## config.mk

```make
export PLATFORM = sky130hd
export DESIGN_NAME = dab_modulator_top
export DESIGN_NICKNAME = d
export VERILOG_FILES = /design/src/rtl/dab_pkg.sv /design/src/rtl/dab_modulator_top.sv /design/src/rtl/dab_pre_modulation_processor.sv /design/src/rtl/pwm_channel.sv /design/src/rtl/pwm_output_stage.sv /design/src/rtl/pwm_timebase_control.sv
export VERILOG_INCLUDE_DIRS = /design/src /design/src/rtl
export SDC_FILE = /design/constraint.sdc
export NUM_CORES = 1
export LEC_CHECK = 0
export BUFFER_PORTS_ARGS = -buffer_cell sky130_fd_sc_hd__buf_2
export CORE_ASPECT_RATIO = 1.2
export CORE_UTILIZATION = 27
export DETAILED_ROUTE_END_ITERATION = 10
export GPL_TIMING_DRIVEN = 0
export HOLD_SLACK_MARGIN = 0.08
export PLACE_DENSITY_LB_ADDON = 0.15
export SLEW_MARGIN = 20
export SYNTH_ARGS = -nofsm -noshare
export SYNTH_HDL_FRONTEND = slang
export SYNTH_SLANG_ARGS = --single-unit
```

## constraint.sdc

```tcl
create_clock -name clock -period 12.2 [get_ports clock]
set_input_delay 2.44 -clock clock [delete_from_list [all_inputs] [get_ports clock]]
set_output_delay 2.44 -clock clock [all_outputs]
set_load 0.05 [all_outputs]
```

## src/rtl/dab_params.svh

```systemverilog
// DAB modulator parameters
// Channel count, widths, register map and configuration defaults
`ifndef DAB_PARAMS_SVH
`define DAB_PARAMS_SVH

`define DAB_CHANNELS          4
`define DAB_COUNT_WIDTH       16
`define DAB_ADDR_WIDTH        12
`define DAB_DATA_WIDTH        32

`define DAB_CTRL_ADDR         12'h000
`define DAB_EDGE_BASE_ADDR    12'h100
`define DAB_PERIOD_ADDR       12'h134
`define DAB_DEAD_TIME_ADDR    12'h13C
`define DAB_ENABLE_ADDR       12'h144

`define DAB_DEFAULT_DEAD_TIME 16'd3
`define DAB_DEFAULT_ENABLE    4'hF

`define DAB_MOD_SPS           2'd0
`define DAB_MOD_DPS           2'd1

`endif

```

## src/rtl/dab_pkg.sv

```systemverilog
// DAB modulator types
// Counter, register and write types shared by the modulator blocks

`include "dab_params.svh"

package dab_pkg;

    typedef logic [`DAB_COUNT_WIDTH-1:0] count_t;
    typedef logic [`DAB_ADDR_WIDTH-1:0]  reg_addr_t;
    typedef logic [`DAB_DATA_WIDTH-1:0]  reg_data_t;

    // One register write, valid for a single cycle
    typedef struct packed {
        reg_addr_t addr;
        reg_data_t data;
        logic      valid;
    } pwm_write_t;

    // Turn-on and turn-off counts of one bridge leg
    typedef struct packed {
        count_t on;
        count_t off;
    } edge_pair_t;

    typedef enum logic [2:0] {
        state_idle,
        state_configure,
        state_calculate,
        state_update,
        state_gap
    } processor_state_t;

endpackage

```

## src/rtl/dab_modulator_top.sv

```systemverilog
// DAB modulator top level
// Pre-modulation processor feeding the PWM timebase, four leg channels
// and the dead-time output stage

`timescale 1ns/1ns
`include "dab_params.svh"

module dab_modulator_top (
    input  logic                     clock,
    input  logic                     reset,
    input  logic                     configure,
    input  logic                     start,
    input  logic                     stop,
    input  logic                     update,
    input  logic [1:0]               modulation_type,
    input  dab_pkg::count_t          period,
    input  dab_pkg::count_t          duty,
    input  dab_pkg::count_t          phase_shift_1,
    input  dab_pkg::count_t          phase_shift_2,
    output logic                     done,
    output logic                     running,
    output logic [`DAB_CHANNELS-1:0] gate_high,
    output logic [`DAB_CHANNELS-1:0] gate_low
);

    import dab_pkg::*;

    pwm_write_t               write;
    count_t                   counter;
    count_t                   dead_time;
    edge_pair_t               edges [`DAB_CHANNELS];
    logic [`DAB_CHANNELS-1:0] enable_mask;
    logic [`DAB_CHANNELS-1:0] leg_level;

    dab_pre_modulation_processor i_dab_pre_modulation_processor (
        .clock          (clock),
        .reset          (reset),
        .configure      (configure),
        .start          (start),
        .stop           (stop),
        .update         (update),
        .modulation_type(modulation_type),
        .period         (period),
        .duty           (duty),
        .phase_shift_1  (phase_shift_1),
        .phase_shift_2  (phase_shift_2),
        .done           (done),
        .write          (write)
    );

    pwm_timebase_control i_pwm_timebase_control (
        .clock      (clock),
        .reset      (reset),
        .write      (write),
        .counter    (counter),
        .edges      (edges),
        .running    (running),
        .dead_time  (dead_time),
        .enable_mask(enable_mask)
    );

    for (genvar i = 0; i < `DAB_CHANNELS; i++) begin : g_channel
        pwm_channel i_pwm_channel (
            .clock    (clock),
            .reset    (reset),
            .counter  (counter),
            .edge_pair(edges[i]),
            .leg_level(leg_level[i])
        );
    end

    pwm_output_stage i_pwm_output_stage (
        .clock      (clock),
        .reset      (reset),
        .leg_level  (leg_level),
        .running    (running),
        .dead_time  (dead_time),
        .enable_mask(enable_mask),
        .gate_high  (gate_high),
        .gate_low   (gate_low)
    );

endmodule

```

## src/rtl/dab_pre_modulation_processor.sv

```systemverilog
// DAB pre-modulation processor
// Computes SPS or DPS edge counts for the four bridge legs and
// sequences the configuration, update, start and stop register writes

`timescale 1ns/1ns
`include "dab_params.svh"

module dab_pre_modulation_processor (
    input  logic                clock,
    input  logic                reset,
    input  logic                configure,
    input  logic                start,
    input  logic                stop,
    input  logic                update,
    input  logic [1:0]          modulation_type,
    input  dab_pkg::count_t     period,
    input  dab_pkg::count_t     duty,
    input  dab_pkg::count_t     phase_shift_1,
    input  dab_pkg::count_t     phase_shift_2,
    output logic                done,
    output dab_pkg::pwm_write_t write
);

    import dab_pkg::*;

    localparam int config_last = 2;
    localparam int update_last = 2 * `DAB_CHANNELS;

    processor_state_t state;
    processor_state_t resume_state;
    logic [3:0]       write_index;
    logic             update_pending;
    logic             run_state;

    edge_pair_t edge_set [`DAB_CHANNELS];
    edge_pair_t update_pair;
    count_t     period_set;
    count_t     leg_shift [`DAB_CHANNELS];
    count_t     base_on;
    count_t     base_off;
    logic       dps;

    reg_addr_t config_addr;
    reg_data_t config_data;
    reg_addr_t update_addr;
    reg_data_t update_data;

    assign dps      = (modulation_type == `DAB_MOD_DPS);
    assign base_on  = (period >> 1) - (duty >> 1);
    assign base_off = (period >> 1) + (duty >> 1);

    // Leg order is primary A, primary B, secondary A, secondary B
    always_comb begin
        leg_shift[0] = '0;
        leg_shift[1] = dps ? (phase_shift_2 >> 1) : '0;
        leg_shift[2] = phase_shift_1 >> 1;
        leg_shift[3] = (phase_shift_1 >> 1) + leg_shift[1];
    end

    always_ff @(posedge clock) begin
        if (state == state_calculate) begin
            period_set <= period;
            for (int i = 0; i < `DAB_CHANNELS; i++) begin
                edge_set[i].on  <= base_on + leg_shift[i];
                edge_set[i].off <= base_off + leg_shift[i];
            end
        end
    end

    always_comb begin
        case (write_index[1:0])
            2'd0: begin
                config_addr = `DAB_DEAD_TIME_ADDR;
                config_data = reg_data_t'(`DAB_DEFAULT_DEAD_TIME);
            end
            2'd1: begin
                config_addr = `DAB_ENABLE_ADDR;
                config_data = reg_data_t'(`DAB_DEFAULT_ENABLE);
            end
            default: begin
                config_addr = `DAB_CTRL_ADDR;
                config_data = '0;
            end
        endcase
    end

    // Indices 0 to 3 are the on registers, 4 to 7 the off registers, 8 the period
    always_comb begin
        update_pair = edge_set[write_index[1:0]];
        if (write_index == 4'(update_last)) begin
            update_addr = `DAB_PERIOD_ADDR;
            update_data = reg_data_t'(period_set);
        end else begin
            update_addr = `DAB_EDGE_BASE_ADDR + reg_addr_t'({write_index, 2'b00});
            update_data = reg_data_t'(write_index[2] ? update_pair.off : update_pair.on);
        end
    end

    always_ff @(posedge clock) begin
        if (!reset) begin
            state          <= state_idle;
            resume_state   <= state_idle;
            write_index    <= '0;
            update_pending <= 1'b0;
            run_state      <= 1'b0;
            done           <= 1'b0;
            write          <= '0;
        end else begin
            done        <= 1'b0;
            write.valid <= 1'b0;
            case (state)
                state_idle: begin
                    if (configure) begin
                        write_index <= '0;
                        run_state   <= 1'b0;
                        state       <= state_configure;
                    end else if (start || stop) begin
                        run_state    <= start;
                        write        <= '{addr: `DAB_CTRL_ADDR,
                                          data: reg_data_t'(start),
                                          valid: 1'b1};
                        resume_state <= state_idle;
                        state        <= state_gap;
                    end else if (update_pending && !run_state) begin
                        update_pending <= 1'b0;
                        if (modulation_type == `DAB_MOD_SPS || dps) begin
                            state <= state_calculate;
                        end
                    end
                end
                state_calculate: begin
                    write_index <= '0;
                    state       <= state_update;
                end
                state_configure: begin
                    write       <= '{addr: config_addr, data: config_data, valid: 1'b1};
                    write_index <= write_index + 4'd1;
                    state       <= state_gap;
                    if (write_index == 4'(config_last)) begin
                        done         <= 1'b1;
                        resume_state <= state_idle;
                    end else begin
                        resume_state <= state_configure;
                    end
                end
                state_update: begin
                    write       <= '{addr: update_addr, data: update_data, valid: 1'b1};
                    write_index <= write_index + 4'd1;
                    state       <= state_gap;
                    if (write_index == 4'(update_last)) begin
                        done         <= 1'b1;
                        resume_state <= state_idle;
                    end else begin
                        resume_state <= state_update;
                    end
                end
                state_gap: begin
                    state <= resume_state;
                end
                default: begin
                    state <= state_idle;
                end
            endcase
            // A new request is kept even while a sequence is running
            if (update) begin
                update_pending <= 1'b1;
            end
        end
    end

endmodule

```

## src/rtl/pwm_channel.sv

```systemverilog
// PWM channel
// Registered window comparison that drives one bridge leg's raw level

`timescale 1ns/1ns

module pwm_channel (
    input  logic                clock,
    input  logic                reset,
    input  dab_pkg::count_t     counter,
    input  dab_pkg::edge_pair_t edge_pair,
    output logic                leg_level
);

    // High from the on count up to, but not including, the off count
    always_ff @(posedge clock) begin
        if (!reset) begin
            leg_level <= 1'b0;
        end else begin
            leg_level <= (counter >= edge_pair.on) && (counter < edge_pair.off);
        end
    end

endmodule

```

## src/rtl/pwm_output_stage.sv

```systemverilog
// PWM output stage
// Inserts dead time on every leg and drives complementary high-side and
// low-side gates, gated by the run state and the leg output mask

`timescale 1ns/1ns
`include "dab_params.svh"

module pwm_output_stage (
    input  logic                     clock,
    input  logic                     reset,
    input  logic [`DAB_CHANNELS-1:0] leg_level,
    input  logic                     running,
    input  dab_pkg::count_t          dead_time,
    input  logic [`DAB_CHANNELS-1:0] enable_mask,
    output logic [`DAB_CHANNELS-1:0] gate_high,
    output logic [`DAB_CHANNELS-1:0] gate_low
);

    import dab_pkg::*;

    logic [`DAB_CHANNELS-1:0] level_q;
    logic [`DAB_CHANNELS-1:0] settled;
    count_t                   dwell [`DAB_CHANNELS];

    // Dwell counts the cycles since the last level change and saturates at dead_time
    always_ff @(posedge clock) begin
        if (!reset) begin
            level_q <= '0;
            for (int i = 0; i < `DAB_CHANNELS; i++) begin
                dwell[i] <= '0;
            end
        end else begin
            level_q <= leg_level;
            for (int i = 0; i < `DAB_CHANNELS; i++) begin
                if (leg_level[i] != level_q[i]) begin
                    dwell[i] <= '0;
                end else if (dwell[i] < dead_time) begin
                    dwell[i] <= dwell[i] + count_t'(1);
                end
            end
        end
    end

    // Only one gate of a leg follows level_q, so the pair never overlaps
    always_comb begin
        for (int i = 0; i < `DAB_CHANNELS; i++) begin
            settled[i]   = running && enable_mask[i] && (dwell[i] >= dead_time);
            gate_high[i] = settled[i] && level_q[i];
            gate_low[i]  = settled[i] && !level_q[i];
        end
    end

endmodule

```

## src/rtl/pwm_timebase_control.sv

```systemverilog
// PWM timebase and register block
// Decodes register writes into shadow registers, copies them to the
// active set at the counter wrap and runs the shared period counter

`timescale 1ns/1ns
`include "dab_params.svh"

module pwm_timebase_control (
    input  logic                     clock,
    input  logic                     reset,
    input  dab_pkg::pwm_write_t      write,
    output dab_pkg::count_t          counter,
    output dab_pkg::edge_pair_t      edges [`DAB_CHANNELS],
    output logic                     running,
    output dab_pkg::count_t          dead_time,
    output logic [`DAB_CHANNELS-1:0] enable_mask
);

    import dab_pkg::*;

    edge_pair_t shadow_edges [`DAB_CHANNELS];
    count_t     shadow_period;
    count_t     active_period;
    logic       wrap;
    logic       load_active;

    assign wrap        = running && (counter >= active_period - count_t'(1));
    assign load_active = !running || wrap;

    always_ff @(posedge clock) begin
        if (!reset) begin
            running       <= 1'b0;
            dead_time     <= `DAB_DEFAULT_DEAD_TIME;
            enable_mask   <= `DAB_DEFAULT_ENABLE;
            shadow_period <= '0;
            for (int i = 0; i < `DAB_CHANNELS; i++) begin
                shadow_edges[i] <= '0;
            end
        end else if (write.valid) begin
            case (write.addr)
                `DAB_CTRL_ADDR:      running       <= write.data[0];
                `DAB_PERIOD_ADDR:    shadow_period <= write.data[`DAB_COUNT_WIDTH-1:0];
                `DAB_DEAD_TIME_ADDR: dead_time     <= write.data[`DAB_COUNT_WIDTH-1:0];
                `DAB_ENABLE_ADDR:    enable_mask   <= write.data[`DAB_CHANNELS-1:0];
                default: ;
            endcase
            // All on registers come first, then all off registers
            for (int i = 0; i < `DAB_CHANNELS; i++) begin
                if (write.addr == reg_addr_t'(`DAB_EDGE_BASE_ADDR + 4 * i)) begin
                    shadow_edges[i].on <= write.data[`DAB_COUNT_WIDTH-1:0];
                end
                if (write.addr == reg_addr_t'(`DAB_EDGE_BASE_ADDR + 4 * (`DAB_CHANNELS + i))) begin
                    shadow_edges[i].off <= write.data[`DAB_COUNT_WIDTH-1:0];
                end
            end
        end
    end

    always_ff @(posedge clock) begin
        if (!reset) begin
            counter       <= '0;
            active_period <= '0;
            for (int i = 0; i < `DAB_CHANNELS; i++) begin
                edges[i] <= '0;
            end
        end else begin
            if (load_active) begin
                counter <= '0;
            end else begin
                counter <= counter + count_t'(1);
            end
            // While stopped the active set simply follows the shadow set
            if (load_active) begin
                active_period <= shadow_period;
                edges         <= shadow_edges;
            end
        end
    end

endmodule

```

# --- Yosys cells after proc, flatten, opt, wreduce, memory -nomap -nowiden ---
# Memory sizes are Yosys's and may differ from the RTL's. A register that Yosys moved wholly into a read port is not among the register bits.
# Cells that the tools add are included.
# Widths: inputs -> output; s select.
word_totals:
  register_bits: 391
  ram_bits: 192
  inputBits: 72
  out_inout_bits: 10
  wordCells: 243
  n_memories: 2
classes:
  n_addsub: 17
  n_lt_le_gt_ge: 17
  n_eq_ne: 30
  muxes: 72
  bitwise_logic: 9
  reduce_logical: 59
memory_table:
  columns: ["memory", "words", "width", "rd", "rd_ports_with_merged_regs", "write_ports", "line_no", "rtl"]
  rows:
  - ["i_dab_pre_modulation_processor.edge_set", 4, 32, 1, 1, 4, "dab_pre_modulation_processor.sv:35", "edge_pair_t edge_set [`DAB_CHANNELS];"]
  - ["i_pwm_output_stage.dwell", 4, 16, 4, 0, 4, "pwm_output_stage.sv:23", "count_t dwell [`DAB_CHANNELS];"]
op_table:
  columns: ["op", "n"]
  rows:
  - ["$ge 16x16->1", 9]
  - ["$mux 16", 9]
  - ["$pmux 45 s3", 1]
  - ["$eq 12x9->1 const B", 11]
  - ["$lt 16x16->1", 8]
  - ["$mux 45", 2]
  - ["$add 16x1->16 const B", 5]
  - ["$add 16x16->16", 4]
  - ["$mux 1", 41]
  - ["$add 16x15->16", 2]
  - ["$mux 32", 1]
  - ["$reduce_and 2->1", 15]
  - ["$logic_and 1x1->1", 22]
  - ["$mux 3", 6]
  - ["$pmux 9 s2", 1]
  - ["$add 15x15->16", 1]
  - ["$add 15x16->16", 1]
  - ["$sub 15x15->16", 1]
  - ["$sub 16x1->16 const B", 1]
  - ["$mux 15", 1]
  - ["$logic_not 12->1", 1]
  - ["$mux 12", 1]
  - ["$pmux 3 s4", 1]
  - ["$pmux 4 s3", 1]
  - ["28 further kinds", 58]

# --- Depth between registers and ports, before layout ---
logic_depth:
  word_depth: 7
  depth_mapped: 25
  depth_no_buf: 23

# --- Cells and area by module ---
# From an unflattened synthesis, not the netlist that was laid out.
hier_totals:
  hier_cells: 3580
  area_unflattened_um2: 34256.6
by_module_without_submodules:
  columns: ["module", "n_inst", "cells_per_inst", "area_each_um2", "seq_area_each_um2"]
  rows:
  - ["dab_pre_modulation_processor", 1, 1226, 12997.5, 5034.8]
  - ["pwm_timebase_control", 1, 1392, 12853.6, 6506.2]
  - ["pwm_output_stage", 1, 522, 5007.3, 2001.9]
  - ["pwm_channel", 4, 110, 849.6, 20.0]

# --- Worst setup path after synthesis ---
# No wires, ideal clock.
synth_timing:
  path_kind: "flip-flop to flip-flop"
  from: "register i_dab_pre_modulation_processor.state[1]"
  to: "memory i_dab_pre_modulation_processor.edge_set[0][10] in the netlist's numbering, enable pin"
  setup_time_ps: 853
  t_arrival_ps: 11025
  required_ps: 11347
  path_slack_ps: 322
  path_stages_with_launch: 3
  n_path_buf: 1
  period_less_slack_ps: 11878
  path_cell_list: "dfxtp_1 clkbuf_1 nor3b_1"
synth_lines:
  columns: ["element", "line_no", "rtl"]
  rows:
  - ["from (decl)", "dab_pre_modulation_processor.sv:29", "processor_state_t state;"]
  - ["from (signal assigned)", "dab_pre_modulation_processor.sv:101", "state <= state_idle;"]
  - ["from (signal assigned)", "dab_pre_modulation_processor.sv:116", "state <= state_configure;"]
  - ["from (signal assigned)", "dab_pre_modulation_processor.sv:123", "state <= state_gap;"]
  - ["to (decl)", "dab_pre_modulation_processor.sv:35", null]

==> results.md <==
- The run finished with clean final reports.
- In the post-synthesis netlist, the cell with the most instances is sky130_fd_sc_hd__nor2_1.
- For this block, the routed nets add up to 103000 µm of wire.
- The startpoint kind of the worst setup timing path is an input pin.
- Detailed placement finished with a half-perimeter wire length of 75800 µm.
- The count of buffers inserted at the top-level ports is 76.
- The tightest hold path in the finished design has a slack of 454 ps.
- Synthesis produced 3431 cells.
- The data required time of the worst path is 12560 ps.
- The number of buffers created by CTS is 71.
- The count of routing violations after the opening detailed-route iteration is 1149.
- The final route contains 24500 vias.
- The via count of the first global-routing pass is 24800.
- The residual antenna-violating net count after detailed routing is 0.
- STA classifies the critical path endpoint as a register.
- The TritonCTS sink count is 577.
- The count of final max-slew check failures came to 0.
- The arrival time of the worst setup path is 8330 ps.
- No sink is reached through more buffers than the 3 on the longest clock path.
- Yosys mapped a number of flops with a built-in enable equal to 207.
- The floorplan die area is 122000 µm².
- The static leakage is 13.8 nW.
- The proportion of power drawn by flip-flops and latches is 40.7%.
- Routability-driven placement finished with a final weighted congestion of 0.791.
- The final global-route overflow total is 0.
- The number of setup buffers added after CTS is 0.
- IR analysis of the VDD net gives a maximum drop of 0.0903 mV.
- The core region is 120000 µm².
- The largest net degree at the start of global routing is 17.
- The total standard cell area after synthesis is 32700 µm².
- Based on the critical path, the design can be clocked at up to 0.126 GHz.
- The type of the setup path with the least slack is input pin to register.
- The number of top-level design ports is 82.
- The number of hold violations in the final report was 0.
- The post-route netlist has 8.73% of its cells at a drive strength greater than 1.
- Measured along the y axis, the die boundary spans 383 µm.
- The predominant post-synthesis flop cell is sky130_fd_sc_hd__dfxtp_1.
- Setup repair after global routing left no endpoint under its margin.
- After detailed routing, the number of vias per cell comes to 4.71.
- In this run the worst setup path begins at modulation_type[1].
- The first TritonRoute pass finished after 7 iterations.
- The number of fill cells is 12500.
- The wire length of the first global-routing pass is 153000 µm.
- The area fraction of the dominant cell type after synthesis is 22.7%.
- In the final routed layout, each cell accounts on average for 19.7 µm.
- The initial antenna violation count is 6.
- During synthesis, Yosys emitted a total of 0 warnings.
- The biggest area consumer among synthesized cells is sky130_fd_sc_hd__dfxtp_1.
- The TritonCTS clock tree is yes.
- The kind of path behind the tightest hold check is register to register.
- The number of nets in the finished design is 4005.
- In this run the critical register-to-register path is launched from i_pwm_timebase_control.active_period[2].
- Setup violations remaining at the end of the flow were counted as 0.
- The number of violations of the max-capacitance limit is 0.
- The number of nets handed over by synthesis was 3839.
- The relative slew slack is 26.6%.
- The post-route total power is 5.68 mW.
- The die boundary width is 320 µm.
- The origin of the worst min-delay path is i_pwm_timebase_control.shadow_edges[105].
- The commonest cells after synthesis are sky130_fd_sc_hd__nor2_1, sky130_fd_sc_hd__nand2_1, sky130_fd_sc_hd__dfxtp_1.
- The placed instance count is 5075.
- Clock latency on the worst-skew pair, taken at its later pin, is 640 ps.
- The count of hold-fix buffers inserted at cts is 0.
- In the routed design, unresolved DRC markers number 0.
- At the pin with the least slew margin, the transition time is 1090 ps.
- The number of flip-flops and latches in the synthesized netlist is 577.
- The clock network power share is 37.3%.
- The analysis attributes to net switching a power of 1.73 mW.
- Of the synthesized area, sequential elements account for 41.7%.
- The minimum period implied by the final worst setup slack is 7960 ps.
- The starting density of the core is 27.3%.
- The post-route non-filler standard cell count is 5207.
- The level count of the clock H-tree is 3.
- The largest fanout on the critical path is 10.
- In the finished design, the share of the clock period the worst path needs comes to 65.3%.
- The mean instance size in the synthesized netlist is 9.52 µm².
- The setup skew after layout is 29.2 ps.
- The area growth from synthesis to layout is 14.9%.
- Dividing total power by cell area gives a power density of 151 nW/µm².
- The cell internal power dissipation is 3.95 mW.
- The switching part of the total power is 30.5%.
- After synthesis, the cell types taking the most area are sky130_fd_sc_hd__dfxtp_1, sky130_fd_sc_hd__edfxtp_1, sky130_fd_sc_hd__ha_1.
- In this run, post-CTS repair resized a total of 0 instances.
- Global routing used 16.7% of the available tracks.
- The clock-pin slew on the worst setup and hold paths is 60 ps.
- The netlist uses 84 different library cells.
- The share of async-settable or async-resettable flops after synthesis is 0%.
- Per report_power, the combinational group accounts for 22.0% of the total.
- The floorplan row count is 139.
- The cell sitting at the root of the clock tree is a sky130_fd_sc_hd__clkbuf_16.
## layout make-up
| cell class | instances | area [µm²] | share of cell area, % |
|---|---|---|---|
| antenna | 1 | 2.50 | 0.00667 |
| buffer | 134 | 554 | 1.48 |
| clock buffer | 108 | 2140 | 5.70 |
| clock inverter | 23 | 200 | 0.533 |
| inverter | 232 | 871 | 2.32 |
| multi-input combinational | 2488 | 17700 | 47.0 |
| sequential | 577 | 13600 | 36.3 |
| tap | 1551 | 1940 | 5.17 |
| timing repair buffer | 93 | 543 | 1.45 |
## layer usage
metal	share of wire (%)	GRT usage [%]	vias to the layer above
met5	0.013	0	-
met4	3.0	5.64	2
met3	3.0	2.26	136
met2	51	31.1	339
met1	43	19.5	11700
li1	-	-	12400
## registers in the layout, summed over array words and instances, names as in the netlist, named ones only
| name | cells |
|---|---|
| i_dab_pre_modulation_processor.done | 1 |
| i_pwm_output_stage.dwell | 64 |
| i_dab_pre_modulation_processor.run_state | 1 |
| i_pwm_timebase_control.counter | 16 |
| i_pwm_timebase_control.active_period | 16 |
| i_pwm_timebase_control.edges | 128 |
| i_dab_pre_modulation_processor.write_index | 4 |
| i_pwm_timebase_control.dead_time | 16 |
| i_dab_pre_modulation_processor.update_pending | 1 |
| i_dab_pre_modulation_processor.edge_set | 127 |
| i_pwm_timebase_control.shadow_period | 16 |
| i_pwm_timebase_control.shadow_edges | 128 |
| i_dab_pre_modulation_processor.state | 3 |
| i_dab_pre_modulation_processor.period_set | 16 |
| i_pwm_output_stage.level_q | 4 |
| i_dab_pre_modulation_processor.resume_state | 2 |
| i_pwm_timebase_control.enable_mask | 4 |
| g_channel.i_pwm_channel.leg_level | 4 |
| i_pwm_timebase_control.running | 1 |
| i_dab_pre_modulation_processor.write | 23 |
## placed cells by master, fill, tap and decap left out, types with 14 or more instances in the layout
| cell type | Yosys | final |
|---|---|---|
| sky130_fd_sc_hd__nand2_1 | 384 | 384 |
| sky130_fd_sc_hd__clkbuf_16 | 0 | 74 |
| sky130_fd_sc_hd__ha_1 | 330 | 330 |
| sky130_fd_sc_hd__mux4_2 | 31 | 31 |
| sky130_fd_sc_hd__xor2_1 | 71 | 71 |
| sky130_fd_sc_hd__edfxtp_1 | 207 | 207 |
| sky130_fd_sc_hd__inv_1 | 232 | 232 |
| sky130_fd_sc_hd__nor2b_1 | 33 | 33 |
| sky130_fd_sc_hd__and3_1 | 25 | 25 |
| sky130_fd_sc_hd__clkbuf_8 | 0 | 16 |
| sky130_fd_sc_hd__o21a_1 | 32 | 32 |
| sky130_fd_sc_hd__and2_1 | 19 | 19 |
| sky130_fd_sc_hd__nand2b_1 | 38 | 38 |
| sky130_fd_sc_hd__o21ai_0 | 69 | 69 |
| sky130_fd_sc_hd__a21o_1 | 77 | 77 |
| sky130_fd_sc_hd__o21bai_1 | 16 | 16 |
| sky130_fd_sc_hd__clkbuf_1 | 104 | 109 |
| sky130_fd_sc_hd__a222oi_1 | 16 | 16 |
| sky130_fd_sc_hd__or3_1 | 14 | 14 |
| sky130_fd_sc_hd__dfxtp_1 | 370 | 365 |
| sky130_fd_sc_hd__xnor2_1 | 144 | 144 |
| sky130_fd_sc_hd__buf_2 | 21 | 98 |
| sky130_fd_sc_hd__mux2i_1 | 185 | 185 |
| sky130_fd_sc_hd__a21oi_1 | 257 | 257 |
| sky130_fd_sc_hd__nor2_1 | 405 | 404 |
| sky130_fd_sc_hd__nand4_1 | 38 | 38 |
| sky130_fd_sc_hd__nor3_1 | 37 | 37 |
| sky130_fd_sc_hd__nor4_1 | 15 | 15 |
| sky130_fd_sc_hd__nand3_1 | 52 | 52 |
## kinds of logic after synthesis
| family | synth area share [%] |
|---|---|
| and+or+nand+nor | 14.9 |
| AOI/OAI and AO/OA | 11.8 |
| DFF | 41.7 |
| buffers and inverters | 4.31 |
| adders and majority gates | 13.3 |
| muxes | 8.25 |
| xor gates and xnor gates | 5.76 |
## critical path, stage by stage
cell and delay, ps:
sky130_fd_sc_hd__buf_2 250, sky130_fd_sc_hd__nor2b_1 100, sky130_fd_sc_hd__buf_2 230, sky130_fd_sc_hd__clkbuf_1 380
sky130_fd_sc_hd__and2_1 370, sky130_fd_sc_hd__ha_1 290, sky130_fd_sc_hd__ha_1 280, sky130_fd_sc_hd__o21bai_1 220
sky130_fd_sc_hd__a32oi_1 170, sky130_fd_sc_hd__o221ai_1 210, sky130_fd_sc_hd__maj3_1 490, sky130_fd_sc_hd__maj3_2 360
sky130_fd_sc_hd__o21ai_1 200, sky130_fd_sc_hd__o21ai_0 150, sky130_fd_sc_hd__a211oi_1 260, sky130_fd_sc_hd__nor2_1 100
sky130_fd_sc_hd__ha_1 230, sky130_fd_sc_hd__or3_1 390, sky130_fd_sc_hd__a211oi_1 320, sky130_fd_sc_hd__o41ai_1 230
sky130_fd_sc_hd__a21o_1 220, sky130_fd_sc_hd__a21oi_1 180, sky130_fd_sc_hd__xor2_1 190, sky130_fd_sc_hd__xnor2_1 80
## final timing paths
path                            depth (start not counted)  slack, ps                                        endpoint
worst max-delay path                                   24       4240  i_dab_pre_modulation_processor.edge_set[3][31]
worst min-delay path                                    2        450        i_pwm_timebase_control.shadow_edges[105]
worst max register to register                         16       7380        i_pwm_timebase_control.active_period[13]
worst min register to register                          2        450        i_pwm_timebase_control.shadow_edges[105]
## power groups by stage
stage | clock network (mW) | registers (mW) | logic, mW
floorplan | 0 | 2.31 | 0.943
global placement | 0 | 2.36 | 1.26
detailed placement | 0 | 2.35 | 1.27
CTS | 2.19 | 2.31 | 1.28
global route | 2.26 | 2.33 | 1.41
finish | 2.12 | 2.31 | 1.25
## per-stage QoR
| step | util [%] | cell area (µm²) | TNS [ps] | setup slack [ps] |
|---|---|---|---|---|
| 2_1_floorplan | - | 32700 | 0 | 322 |
| 3_3_place_gp | 29.2 | 35000 | -747140 | -5180 |
| 3_5_place_dp | 29.4 | 35200 | 0 | 3450 |
| 4_1_cts | 31.3 | 37500 | 0 | 4110 |
| 5_1_grt | 31.3 | 37500 | 0 | 3810 |
| 6_report | 31.3 | 37500 | 0 | 4240 |
No activity file was read; power rests on OpenSTA's default activity.
